## config.mk

```make
export PLATFORM = sky130hd
export DESIGN_NAME = spmv_decoder_top
export DESIGN_NICKNAME = d
export VERILOG_FILES = /design/src/spmv_pkg.sv /design/src/word_fifo.sv /design/src/stream_fetcher.sv /design/src/index_decoder.sv /design/src/entry_combiner.sv /design/src/spmv_decoder_top.sv
export SDC_FILE = /design/constraint.sdc
export NUM_CORES = 2
export LEC_CHECK = 0
export ABC_AREA = 1
export BUFFER_PORTS_ARGS = -buffer_cell sky130_fd_sc_hd__buf_2
export CAP_MARGIN = 15
export CORE_MARGIN = 5
export CORE_UTILIZATION = 40
export DETAILED_ROUTE_END_ITERATION = 12
export GPL_TIMING_DRIVEN = 0
export SYNTH_ARGS = -nofsm -noshare
export SYNTH_HDL_FRONTEND = slang
export SYNTH_SLANG_ARGS = --single-unit
```

## constraint.sdc

```tcl
create_clock -name clk -period 5.18 [get_ports clk]
set_clock_uncertainty 0.05 [all_clocks]
set_input_delay 0.777 -clock clk [delete_from_list [all_inputs] [get_ports clk]]
set_output_delay 0.777 -clock clk [all_outputs]
set_load 0.005 [all_outputs]
```

## src/spmv_pkg.sv

```systemverilog
package spmv_pkg;

    localparam int WORD_WIDTH  = 64;
    localparam int ADDR_WIDTH  = 48;
    localparam int COORD_WIDTH = 32;

    typedef logic [WORD_WIDTH-1:0]  word_t;
    typedef logic [ADDR_WIDTH-1:0]  addr_t;
    typedef logic [COORD_WIDTH-1:0] coord_t;
    typedef logic                   stream_tag_t;

    localparam stream_tag_t TAG_IDX = 1'b0; // index code stream
    localparam stream_tag_t TAG_VAL = 1'b1; // value stream

    typedef enum logic [3:0] {
        OP_LD     = 4'd1,
        OP_STEADY = 4'd2,
        OP_STOP   = 4'd3
    } opcode_t;

    typedef enum logic [1:0] {
        REG_IDX_ADDR = 2'd0,
        REG_IDX_END  = 2'd1,
        REG_VAL_ADDR = 2'd2,
        REG_VAL_END  = 2'd3
    } reg_sel_t;

    // command word fields
    localparam int OP_FIELD_LSB  = 0;
    localparam int SEL_FIELD_LSB = 4;
    localparam int ARG_FIELD_LSB = 16;

    localparam int WORD_BYTES = 8;

    // index code format
    localparam int CODE_WIDTH       = 8;
    localparam int CODES_PER_WORD   = 8;
    localparam int CODE_NEWLINE_BIT = 7;
    localparam int CODE_DELTA_WIDTH = 5;

    typedef struct packed {
        addr_t       addr;
        stream_tag_t tag;
    } mem_req_t;

    typedef struct packed {
        stream_tag_t tag;
        word_t       data;
    } mem_rsp_t;

    typedef struct packed {
        coord_t row;
        coord_t col;
    } index_entry_t;

    typedef struct packed {
        coord_t row;
        coord_t col;
        word_t  val;
    } matrix_entry_t;

    typedef enum logic {
        FETCH_IDLE,
        FETCH_STEADY
    } fetch_state_t;

endpackage

```

## src/word_fifo.sv

```systemverilog
`timescale 1ns/100ps

module word_fifo
    import spmv_pkg::*;
#(
    parameter int DEPTH = 8
) (
    input  logic  clk,
    input  logic  rst,
    input  logic  push,
    input  word_t d,
    input  logic  pop,
    output word_t q,
    output logic  valid
);

    localparam int PTR_W = (DEPTH > 1) ? $clog2(DEPTH) : 1;
    localparam int CNT_W = $clog2(DEPTH + 1);
    localparam logic [PTR_W-1:0] LAST = PTR_W'(DEPTH - 1);

    word_t             mem [DEPTH];
    logic [PTR_W-1:0]  wr_ptr;
    logic [PTR_W-1:0]  rd_ptr;
    logic [CNT_W-1:0]  count;
    logic              do_pop;

    assign valid  = (count != '0);
    assign q      = mem[rd_ptr];
    assign do_pop = pop && valid;

    always_ff @(posedge clk) begin
        if (push)
            mem[wr_ptr] <= d;
    end

    always_ff @(posedge clk) begin
        if (rst) begin
            wr_ptr <= '0;
            rd_ptr <= '0;
            count  <= '0;
        end else begin
            if (push)
                wr_ptr <= (wr_ptr == LAST) ? '0 : wr_ptr + 1'b1;
            if (do_pop)
                rd_ptr <= (rd_ptr == LAST) ? '0 : rd_ptr + 1'b1;
            count <= count + CNT_W'(push) - CNT_W'(do_pop);
        end
    end

endmodule

```

## src/stream_fetcher.sv

```systemverilog
`timescale 1ns/100ps

module stream_fetcher
    import spmv_pkg::*;
#(
    parameter int BUF_DEPTH = 8
) (
    input  logic     clk,
    input  logic     rst,
    input  word_t    op,
    input  logic     op_valid,
    output logic     busy,
    output logic     req_mem_ld,
    output mem_req_t req_mem,
    input  logic     req_mem_stall,
    input  logic     idx_credit,
    input  logic     val_credit
);

    localparam int CRED_W = $clog2(BUF_DEPTH + 1);
    localparam logic [CRED_W-1:0] CRED_FULL = CRED_W'(BUF_DEPTH);
    localparam addr_t STEP      = addr_t'(WORD_BYTES);
    localparam addr_t ALIGN_MSK = ~addr_t'(WORD_BYTES - 1);

    fetch_state_t      state;
    addr_t             idx_addr;
    addr_t             idx_end;
    addr_t             val_addr;
    addr_t             val_end;
    logic [CRED_W-1:0] idx_cred;
    logic [CRED_W-1:0] val_cred;
    stream_tag_t       last_tag;

    opcode_t     opcode;
    reg_sel_t    sel;
    addr_t       arg;
    logic        idx_ok;
    logic        val_ok;
    logic        slot_free;
    logic        issue;
    stream_tag_t pick;
    logic        done;

    assign opcode = opcode_t'(op[OP_FIELD_LSB +: 4]);
    assign sel    = reg_sel_t'(op[SEL_FIELD_LSB +: 2]);
    assign arg    = op[ARG_FIELD_LSB +: $bits(addr_t)];

    assign idx_ok    = (idx_addr != idx_end) && (idx_cred != '0);
    assign val_ok    = (val_addr != val_end) && (val_cred != '0);
    assign slot_free = !req_mem_ld || !req_mem_stall; // stalled request holds
    assign issue     = (state == FETCH_STEADY) && slot_free && (idx_ok || val_ok);
    // alternate when both streams can go
    assign pick = (val_ok && (!idx_ok || last_tag == TAG_IDX)) ? TAG_VAL : TAG_IDX;

    assign done = (idx_addr == idx_end) && (val_addr == val_end) &&
                  (idx_cred == CRED_FULL) && (val_cred == CRED_FULL);

    assign busy = (state == FETCH_STEADY);

    always_ff @(posedge clk) begin
        if (rst) begin
            state    <= FETCH_IDLE;
            idx_addr <= '0;
            idx_end  <= '0;
            val_addr <= '0;
            val_end  <= '0;
            last_tag <= TAG_VAL;
        end else begin
            if (state == FETCH_STEADY && done)
                state <= FETCH_IDLE;
            if (issue) begin
                last_tag <= pick;
                if (pick == TAG_IDX)
                    idx_addr <= idx_addr + STEP;
                else
                    val_addr <= val_addr + STEP;
            end
            if (op_valid) begin
                case (opcode)
                    OP_LD: begin
                        case (sel)
                            REG_IDX_ADDR: idx_addr <= arg;
                            REG_IDX_END:  idx_end  <= arg;
                            REG_VAL_ADDR: val_addr <= arg;
                            REG_VAL_END:  val_end  <= arg;
                        endcase
                    end
                    OP_STEADY: state <= FETCH_STEADY;
                    OP_STOP:   state <= FETCH_IDLE;
                    default: ;
                endcase
            end
        end
    end

    // per-stream counters are spent on issue and returned on pop
    always_ff @(posedge clk) begin
        if (rst) begin
            idx_cred <= CRED_FULL;
            val_cred <= CRED_FULL;
        end else begin
            idx_cred <= idx_cred - CRED_W'(issue && pick == TAG_IDX) + CRED_W'(idx_credit);
            val_cred <= val_cred - CRED_W'(issue && pick == TAG_VAL) + CRED_W'(val_credit);
        end
    end

    always_ff @(posedge clk) begin
        if (rst)
            req_mem_ld <= 1'b0;
        else if (slot_free)
            req_mem_ld <= issue;
    end

    always_ff @(posedge clk) begin
        if (issue) begin
            req_mem.tag  <= pick;
            req_mem.addr <= ((pick == TAG_IDX) ? idx_addr : val_addr) & ALIGN_MSK;
        end
    end

endmodule

```

## src/index_decoder.sv

```systemverilog
`timescale 1ns/100ps

module index_decoder
    import spmv_pkg::*;
#(
    parameter int BUF_DEPTH = 8
) (
    input  logic         clk,
    input  logic         rst,
    input  logic         word_push,
    input  word_t        word,
    output logic         word_pop,
    output logic         idx_valid,
    output index_entry_t idx_entry,
    input  logic         idx_take
);

    localparam int IDX_W = $clog2(CODES_PER_WORD);
    localparam logic [IDX_W-1:0] LAST_CODE = IDX_W'(CODES_PER_WORD - 1);

    word_t                       head;
    logic                        head_valid;
    logic [IDX_W-1:0]            code_idx;
    logic [CODE_WIDTH-1:0]       code;
    logic [CODE_DELTA_WIDTH-1:0] delta;
    logic                        newline;
    logic                        step;
    coord_t                      row;
    coord_t                      col;
    coord_t                      next_col;

    word_fifo #(.DEPTH(BUF_DEPTH)) u_word_buf (
        .clk   (clk),
        .rst   (rst),
        .push  (word_push),
        .d     (word),
        .pop   (word_pop),
        .q     (head),
        .valid (head_valid)
    );

    // low byte first
    assign code     = head[code_idx * CODE_WIDTH +: CODE_WIDTH];
    assign newline  = code[CODE_NEWLINE_BIT];
    assign delta    = code[CODE_DELTA_WIDTH-1:0];
    assign next_col = col + coord_t'(delta) + coord_t'(1);

    // pause while a held entry is not taken
    assign step     = head_valid && (!idx_valid || idx_take);
    assign word_pop = step && (code_idx == LAST_CODE);

    // the held entry is the running position itself
    assign idx_entry.row = row;
    assign idx_entry.col = col;

    always_ff @(posedge clk) begin
        if (rst) begin
            code_idx  <= '0;
            row       <= '0;
            col       <= '1;
            idx_valid <= 1'b0;
        end else if (step) begin
            code_idx <= code_idx + 1'b1; // wraps after the last code
            if (newline) begin
                row       <= row + 1'b1;
                col       <= '1;
                idx_valid <= 1'b0;
            end else begin
                col       <= next_col;
                idx_valid <= 1'b1;
            end
        end else if (idx_take) begin
            idx_valid <= 1'b0;
        end
    end

endmodule

```

## src/entry_combiner.sv

```systemverilog
`timescale 1ns/100ps

module entry_combiner
    import spmv_pkg::*;
#(
    parameter int OUT_CREDITS = 4
) (
    input  logic          clk,
    input  logic          rst,
    input  logic          idx_valid,
    input  index_entry_t  idx_entry,
    output logic          idx_take,
    input  logic          val_valid,
    input  word_t         val_word,
    output logic          val_take,
    output logic          out_push,
    output matrix_entry_t out_entry,
    input  logic          out_credit
);

    localparam int CRED_W = $clog2(OUT_CREDITS + 1);

    logic [CRED_W-1:0] credits;
    logic              take;

    // both sides move together and only with a credit in hand
    assign take     = idx_valid && val_valid && (credits != '0);
    assign idx_take = take;
    assign val_take = take;

    always_ff @(posedge clk) begin
        if (rst) begin
            credits  <= CRED_W'(OUT_CREDITS);
            out_push <= 1'b0;
        end else begin
            credits  <= credits - CRED_W'(take) + CRED_W'(out_credit);
            out_push <= take;
        end
    end

    always_ff @(posedge clk) begin
        if (take) begin
            out_entry.row <= idx_entry.row;
            out_entry.col <= idx_entry.col;
            out_entry.val <= val_word;
        end
    end

endmodule

```

## src/spmv_decoder_top.sv

```systemverilog
`timescale 1ns/100ps

module spmv_decoder_top
    import spmv_pkg::*;
#(
    parameter int BUF_DEPTH   = 8,
    parameter int OUT_CREDITS = 4
) (
    input  logic          clk,
    input  logic          rst,
    input  word_t         op,
    input  logic          op_valid,
    output logic          busy,
    output logic          req_mem_ld,
    output mem_req_t      req_mem,
    input  logic          req_mem_stall,
    input  logic          rsp_mem_push,
    input  mem_rsp_t      rsp_mem,
    output logic          out_push,
    output matrix_entry_t out_entry,
    input  logic          out_credit
);

    logic         idx_word_push;
    logic         val_word_push;
    logic         idx_credit;
    logic         idx_valid;
    index_entry_t idx_entry;
    logic         idx_take;
    logic         val_valid;
    word_t        val_word;
    logic         val_take;

    // steer responses by stream tag
    assign idx_word_push = rsp_mem_push && (rsp_mem.tag == TAG_IDX);
    assign val_word_push = rsp_mem_push && (rsp_mem.tag == TAG_VAL);

    stream_fetcher #(.BUF_DEPTH(BUF_DEPTH)) u_fetcher (
        .clk           (clk),
        .rst           (rst),
        .op            (op),
        .op_valid      (op_valid),
        .busy          (busy),
        .req_mem_ld    (req_mem_ld),
        .req_mem       (req_mem),
        .req_mem_stall (req_mem_stall),
        .idx_credit    (idx_credit),
        .val_credit    (val_take)    // every value pop frees a slot
    );

    index_decoder #(.BUF_DEPTH(BUF_DEPTH)) u_index_decoder (
        .clk       (clk),
        .rst       (rst),
        .word_push (idx_word_push),
        .word      (rsp_mem.data),
        .word_pop  (idx_credit),
        .idx_valid (idx_valid),
        .idx_entry (idx_entry),
        .idx_take  (idx_take)
    );

    word_fifo #(.DEPTH(BUF_DEPTH)) u_value_buffer (
        .clk   (clk),
        .rst   (rst),
        .push  (val_word_push),
        .d     (rsp_mem.data),
        .pop   (val_take),
        .q     (val_word),
        .valid (val_valid)
    );

    entry_combiner #(.OUT_CREDITS(OUT_CREDITS)) u_combiner (
        .clk        (clk),
        .rst        (rst),
        .idx_valid  (idx_valid),
        .idx_entry  (idx_entry),
        .idx_take   (idx_take),
        .val_valid  (val_valid),
        .val_word   (val_word),
        .val_take   (val_take),
        .out_push   (out_push),
        .out_entry  (out_entry),
        .out_credit (out_credit)
    );

endmodule

```

======== Word-level counts from Yosys, hierarchy flattened ========
Memory sizes are Yosys's and may differ from the RTL's. A register that Yosys moved wholly into a read port is not among the register bits.
Cells that the tools add are included.
word-level totals
  register bits after elaboration ......... 405
  memory bits (writable) .................. 1024
  word-level logic and storage cells ...... 134
  memories ................................ 2
operators by class
  add/sub/neg operators ................... 20
  eq/ne operators ......................... 17
  shifts and indexed selects .............. 1
  muxes and demuxes ....................... 29
  bitwise gates (word level) .............. 3
  reduce and logical (&&, ||, !) cells .... 37
memory list
  memory                          depth  bits a word  read ports  clocked after Yosys merged registers in  write ports  line             text
  u_index_decoder.u_word_buf.mem  8      64           1           1                                        1            word_fifo.sv:21  word_t mem [DEPTH];
  u_value_buffer.mem              8      64           1           1                                        1            word_fifo.sv:21
operator list
  cell                                           count
  2-to-1 mux 48 bit                              11
  adder 48 x 4 -> 48 bit, second input constant  2
  == test 48 bit                                 2
  != test 48 bit                                 2
  adder 32 x 1 -> 32 bit, second input constant  2
  indexed part select 64 x 7 -> 8 bit            1
  adder 32 x 5 -> 32 bit                         1
  2-to-1 mux 32 bit                              1
  logical AND 1 bit                              19
  2-to-1 mux 3 bit                               6
  adder 4 x 1 -> 4 bit                           4
  nonzero test 4 bit                             4
  subtractor 4 x 1 -> 4 bit                      4
  adder 3 x 1 -> 3 bit, second input constant    5
  == test 3 bit, second input constant           5
  2-to-1 mux 1 bit                               10
  == test 4 x 2 -> 1 bit, second input constant  2
  == test 4 bit, second input constant           2
  AND reduction 3 bit                            2
  == test 2 bit, second input constant           2
  == test 4 x 1 -> 1 bit, second input constant  1
  zero test 1 bit                                4
  logical OR 1 bit                               4
  adder 3 x 1 -> 3 bit                           1
  8 further kinds                                10

======== Logic depth before layout (Yosys ltp) ========
  depth after elaboration ................. 11
  depth in mapped cells ................... 25
  gate-level depth less buffers ........... 21

======== Hierarchy ========
A second synthesis with hierarchy kept.
second synthesis, totals
  cells, all modules ...................... 8048
  area, all modules ....................... 70540.2 um2
by module, submodules not included
  module            times used  cells an instance  area each (um2)  sequential area each (um2)
  word_fifo         2           2305               23027.1          15635.0
  stream_fetcher    1           2535               15872.7          5445.2
  index_decoder     1           740                4518.1           1361.3
  entry_combiner    1           159                4077.7           3923.8
  spmv_decoder_top  1           4                  17.5             0.0

======== Worst setup path before layout ========
OpenSTA, ideal clock, no wires.
  path kind ............................... register to register
  start ................................... register u_value_buffer.count[2]
  end ..................................... register u_combiner.credits[2]
  library setup time ...................... 0.064 ns
  data arrival time ....................... 4.766 ns
  data required time ...................... 5.066 ns
  slack ................................... 0.300 ns
  stages on the path, launching flop included .. 13
  buffers on the path ..................... 0
  period minus slack after synthesis ...... 4.880 ns
  cell sequence ........................... dfxtp_1 -> inv_1 -> ha_1 -> nand2_1 -> nand3_2 -> inv_1 -> ha_1 -> inv_1 -> ha_1 -> inv_1 -> fa_1 -> or2_2 -> nand3_1
between the ends
  cells in the longest elaborated chain, start to end .. 5
ends and longest elaborated chain
  element                          line                    text
  from (decl)                      word_fifo.sv:24         logic [CNT_W-1:0] count;
  from (signal assigned)           word_fifo.sv:46         count <= count + CNT_W'(push) - CNT_W'(do_pop);
  nonzero test 4 bit               word_fifo.sv:27         assign valid = (count != '0);
  logical AND 1 bit (2 in series)  entry_combiner.sv:27    assign take = idx_valid && val_valid && (credits != '0);
  net idx_take                     spmv_decoder_top.sv:29  logic idx_take;
  subtractor 3 x 1 -> 3 bit        entry_combiner.sv:36    credits <= credits - CRED_W'(take) + CRED_W'(out_credit);
  adder 3 x 1 -> 3 bit             entry_combiner.sv:36
  to (signal assigned)             entry_combiner.sv:33    credits <= CRED_W'(OUT_CREDITS);
  to (signal assigned)             entry_combiner.sv:36
  to (decl)                        entry_combiner.sv:23    logic [CRED_W-1:0] credits;
The timed path passes the listed nets, and every way through them passes these cells.
A chain may end at the register's enable or synchronous reset.

==> results.toml <==
[synth]
synth_cells = 5925
synth-compound-area-share_pct = 9.89
synth-edff-count = 1070
syn-cell-area_mm2 = 0.0593
ys_seq_area_share_pct = 64.3
synth_mux_area_share_pct = 0
ys_async_sr_fraction_pct = 0
synth_top_family_by_area = "simple AND/OR/NAND/NOR gates"
ys_dominant_reg_cell = "edfxtp_1"
synth.distinct_cells = 52
yosysWarnings = 0
synth_top_area_cell = "edfxtp_1"
synthAdderAreaFrac_pct = 1.09
synth_most_common_cell = "nor2_1"
synth_top_area_share_pct = 54.2
syn_avg_cell_area_um2 = 10.0
synthSimpleGateAreaFrac_pct = 17.0
yosys.area_share.xor_xnor_pct = 2.75
synth.area.top_cells = "edfxtp_1 (54%), dfxtp_1 (10%), nor2_1 (7.1%)"
ys_seq_elements = 1368
synthTopCellsByCount = "nor2_1 (1121), edfxtp_1 (1070), nand2_1 (971)"

[run_status]
status = "completed"

[power_and_ir_drop]
p_total_mw = 29.2
p_int_mw = 20.3
clkPwrFrac_pct = 36.1
combPwrFrac_pct = 20.0
p_per_area_mw_per_mm2 = 423
vdd_drop_max_uv = 352
power_switching_mw = 8.97
power_leakage_nw = 25.9
swShare_pct = 30.7
seqPwrFrac_pct = 43.9

[floorplan]
dieArea_mm2 = 0.156
ioPinCount = 315
initial_utilization_pct = 40.2
die_x_um = 395
core_mm2 = 0.147
rows = 141
fp.dieH_um = 395

[clock_network]
clockRootBuffer = "clkbuf_16"
cts_buffers = 146
htreeDepth = 4
clock_latency_ps = 780
cts_buffer_depth = 3
cts_tree = "yes"
clk_pin_slew_ps = 60
cts.sinks = 1368

[layout]
fin_nets = 6594
area_growth_syn_to_layout_pct = 16.5
postLayoutCoreUtil_pct = 46.8
regArea_mm2 = 0.0381
drive_gt1_share_pct = 11.2
final_area_mm2 = 0.0691
multi_input_area_mm2 = 0.0184
fill_cells = 13773

[drt]
drt_pass1_iterations = 6
drc = 0
vias = 45260
wire_per_inst_um = 22.9
ant_nets = 0
routed_wl_um = 194000
drtIter0Drc = 4606
viasPerCell = 5.34

[placed_design]
gp_congestion = 0.983
place_area_mm2 = 0.0641
dp_hpwl_um = 139000
dp_slack_ps = -67.9
io_buffers = 300

[setup_path]
path_common_cell = "nand2_1"
worstPathMaxFanout = 10
reg2reg_slack_ps = 290
required_ps = 5780
arrival_ps = 5480
crit_end = "u_index_decoder.col[28]$_SDFFE_PP1P_"
crit_path_end_kind = "flip-flop"
crit_slowest_cell = "fa_1"
worst_setup_path_start_kind = "flip-flop"
r2r_end = "u_index_decoder.col[28]$_SDFFE_PP1P_"
crit_chain = "inv_2, buf_2, clkbuf_4, clkbuf_4, buf_2, nor2_1, o22ai_1, nor2_1, o221ai_1, o211ai_1, nand2_1, inv_1, ha_1, fa_1, o21ai_1, a21oi_1, nor2_2, nand2_1, nor2_2, nand2_1, inv_1, nand3_1, a21oi_1, o211ai_1"
crit_type = "flip-flop to flip-flop"
slowest_delay_ps = 410
r2r_cells = 24

[sta]
slew_violations = 0
rsz0062_at_grt = "yes"
setup-violations-final = 0
relSlewSlack_pct = 12.0
finalCritPeriodShare_pct = 94.3
finalHoldViolations = 0
max_freq_mhz = 205
tightest_slew_ps = 1310
fin_ws_ps = 294
period_needed_ps = 4890

[job]
maxCapViolations = 0

[hold_path]
hp-class = "primary input to flip-flop"

[global_route]
antenna_found_initial = 26
grt_pass1_vias = 43163
groute.usage.overall_pct = 24.2
grt_pass1_wl_um = 283000
gr-total-overflow = 0
grt_start_max_net_pins = 68
-- power by group through the flow --
stage | logic (mW) | registers [mW] | clock network, mW
finish | 5.85 | 12.8 | 10.5
global route | 6.41 | 12.9 | 11.2
CTS | 5.84 | 12.8 | 10.7
detailed placement | 5.81 | 13.1 | 0
global placement | 5.69 | 13.1 | 0
floorplan | 3.41 | 13.0 | 0
-- layout make-up --
type	instances	share of cell area (%)
tap	1930	3.50
multi-input combinational	3833	26.6
timing repair buffer	337	3.36
clock inverter	83	1.30
clock buffer	185	5.73
sequential	1368	55.2
inverter	366	2.00
antenna	10	0.0362
buffer	359	2.30
-- worst max-delay path: cells and delay by family (launching register included) --
family	cells	cell delay [ps]
AO/OA/AOI/OAI	7	1220
flip-flops	1	360
buffers and inverters	7	1310
adder cells (fa/ha/maj)	2	620
AND/OR/NAND/NOR	8	1170
-- layout by cell type, fill, tap and decap left out, types with 12 or more instances in the layout --
master     netlist  routed
buf_4           13      14
o21ai_0        683     681
clkbuf_1       227     239
buf_16           0      12
ha_1            42      42
nand3_1        284     284
nor2_1        1121    1104
buf_12           0      24
buf_1           20      21
clkinv_2         0      20
a21oi_1        108     108
nand4_1         28      28
inv_2           13      13
edfxtp_1      1070    1070
nor2_4           0      17
nor3_1          61      61
buf_2           86     383
clkinv_1         2      33
inv_1          350     349
nand2_1        971     971
clkbuf_2         7      21
a31oi_1         64      64
nor4_1          17      14
o22ai_1        170     170
xnor2_1         88      88
o211ai_1        18      18
bufinv_16        0      13
clkbuf_16        0     150
dfxtp_1        298     298
xor2_1          98      98
-- stage by stage --
stage               hold slack, ps  std cells  setup TNS [ps]
floorplan                      374       5927               0
global placement               389       8157        -1265640
detailed placement             400       8194            -146
CTS                            152       8462               0
global route                   192       8466           -18.7
finish                         216       8471               0
-- state kept, by name (all words and copies together) (netlist names), 4 cells and up, named ones only --
name and flops:
u_fetcher.req_mem 46, u_fetcher.val_cred 4, u_combiner.out_entry 128, u_value_buffer.mem 512, u_fetcher.val_end 48, u_index_decoder.u_word_buf.mem 384, u_index_decoder.row 32, u_fetcher.idx_addr 48
u_fetcher.val_addr 48, u_fetcher.idx_end 48, u_index_decoder.col 32, u_value_buffer.count 4, u_fetcher.idx_cred 4, u_index_decoder.u_word_buf.count 4
-- logic make-up after synthesis --
kind of cell | Yosys count
flip-flops | 1368
XOR/XNOR | 186
other | 1
adder cells (fa/ha/maj) | 48
buffers and inverters | 726
AND/OR/NAND/NOR | 2513
AO/OA/AOI/OAI | 1083
-- routing by layer --
layer  up-vias  global-route usage [%]  part of all wire, %
li1      21270                       -                    -
met1     21790                    32.4                   41
met2      1850                    39.5                   47
met3       338                    4.47                  8.0
met4        12                    8.65                  3.6
met5         -                       0                0.039
-- what timing repair did --
item                       in CTS  in global routing
gates resized for setup         1                 37
buffers inserted                0                  0
setup endpoints to repair       4                 18
hold buffers                    0                  0
gates cloned                    0                  0
-- how the worst min path moves through the flow --
stage / from / end / slack [ps] / depth (start not counted)
finish: rsp_mem[46] / u_value_buffer.mem[2][46]$_DFFE_PP_ / 220 / 1
global route: rsp_mem[46] / u_value_buffer.mem[3][46]$_DFFE_PP_ / 190 / 1
CTS: rsp_mem[14] / u_value_buffer.mem[1][14]$_DFFE_PP_ / 150 / 1
detailed placement: u_index_decoder.col[29]$_SDFFE_PP1P_ / u_combiner.out_entry[93]$_DFFE_PP_ / 400 / 0
global placement: u_index_decoder.col[29]$_SDFFE_PP1P_ / u_combiner.out_entry[93]$_DFFE_PP_ / 390 / 0
floorplan: u_index_decoder.col[29]$_SDFFE_PP1P_ / u_combiner.out_entry[93]$_DFFE_PP_ / 370 / 0
Power figures use the tool's default switching activity.
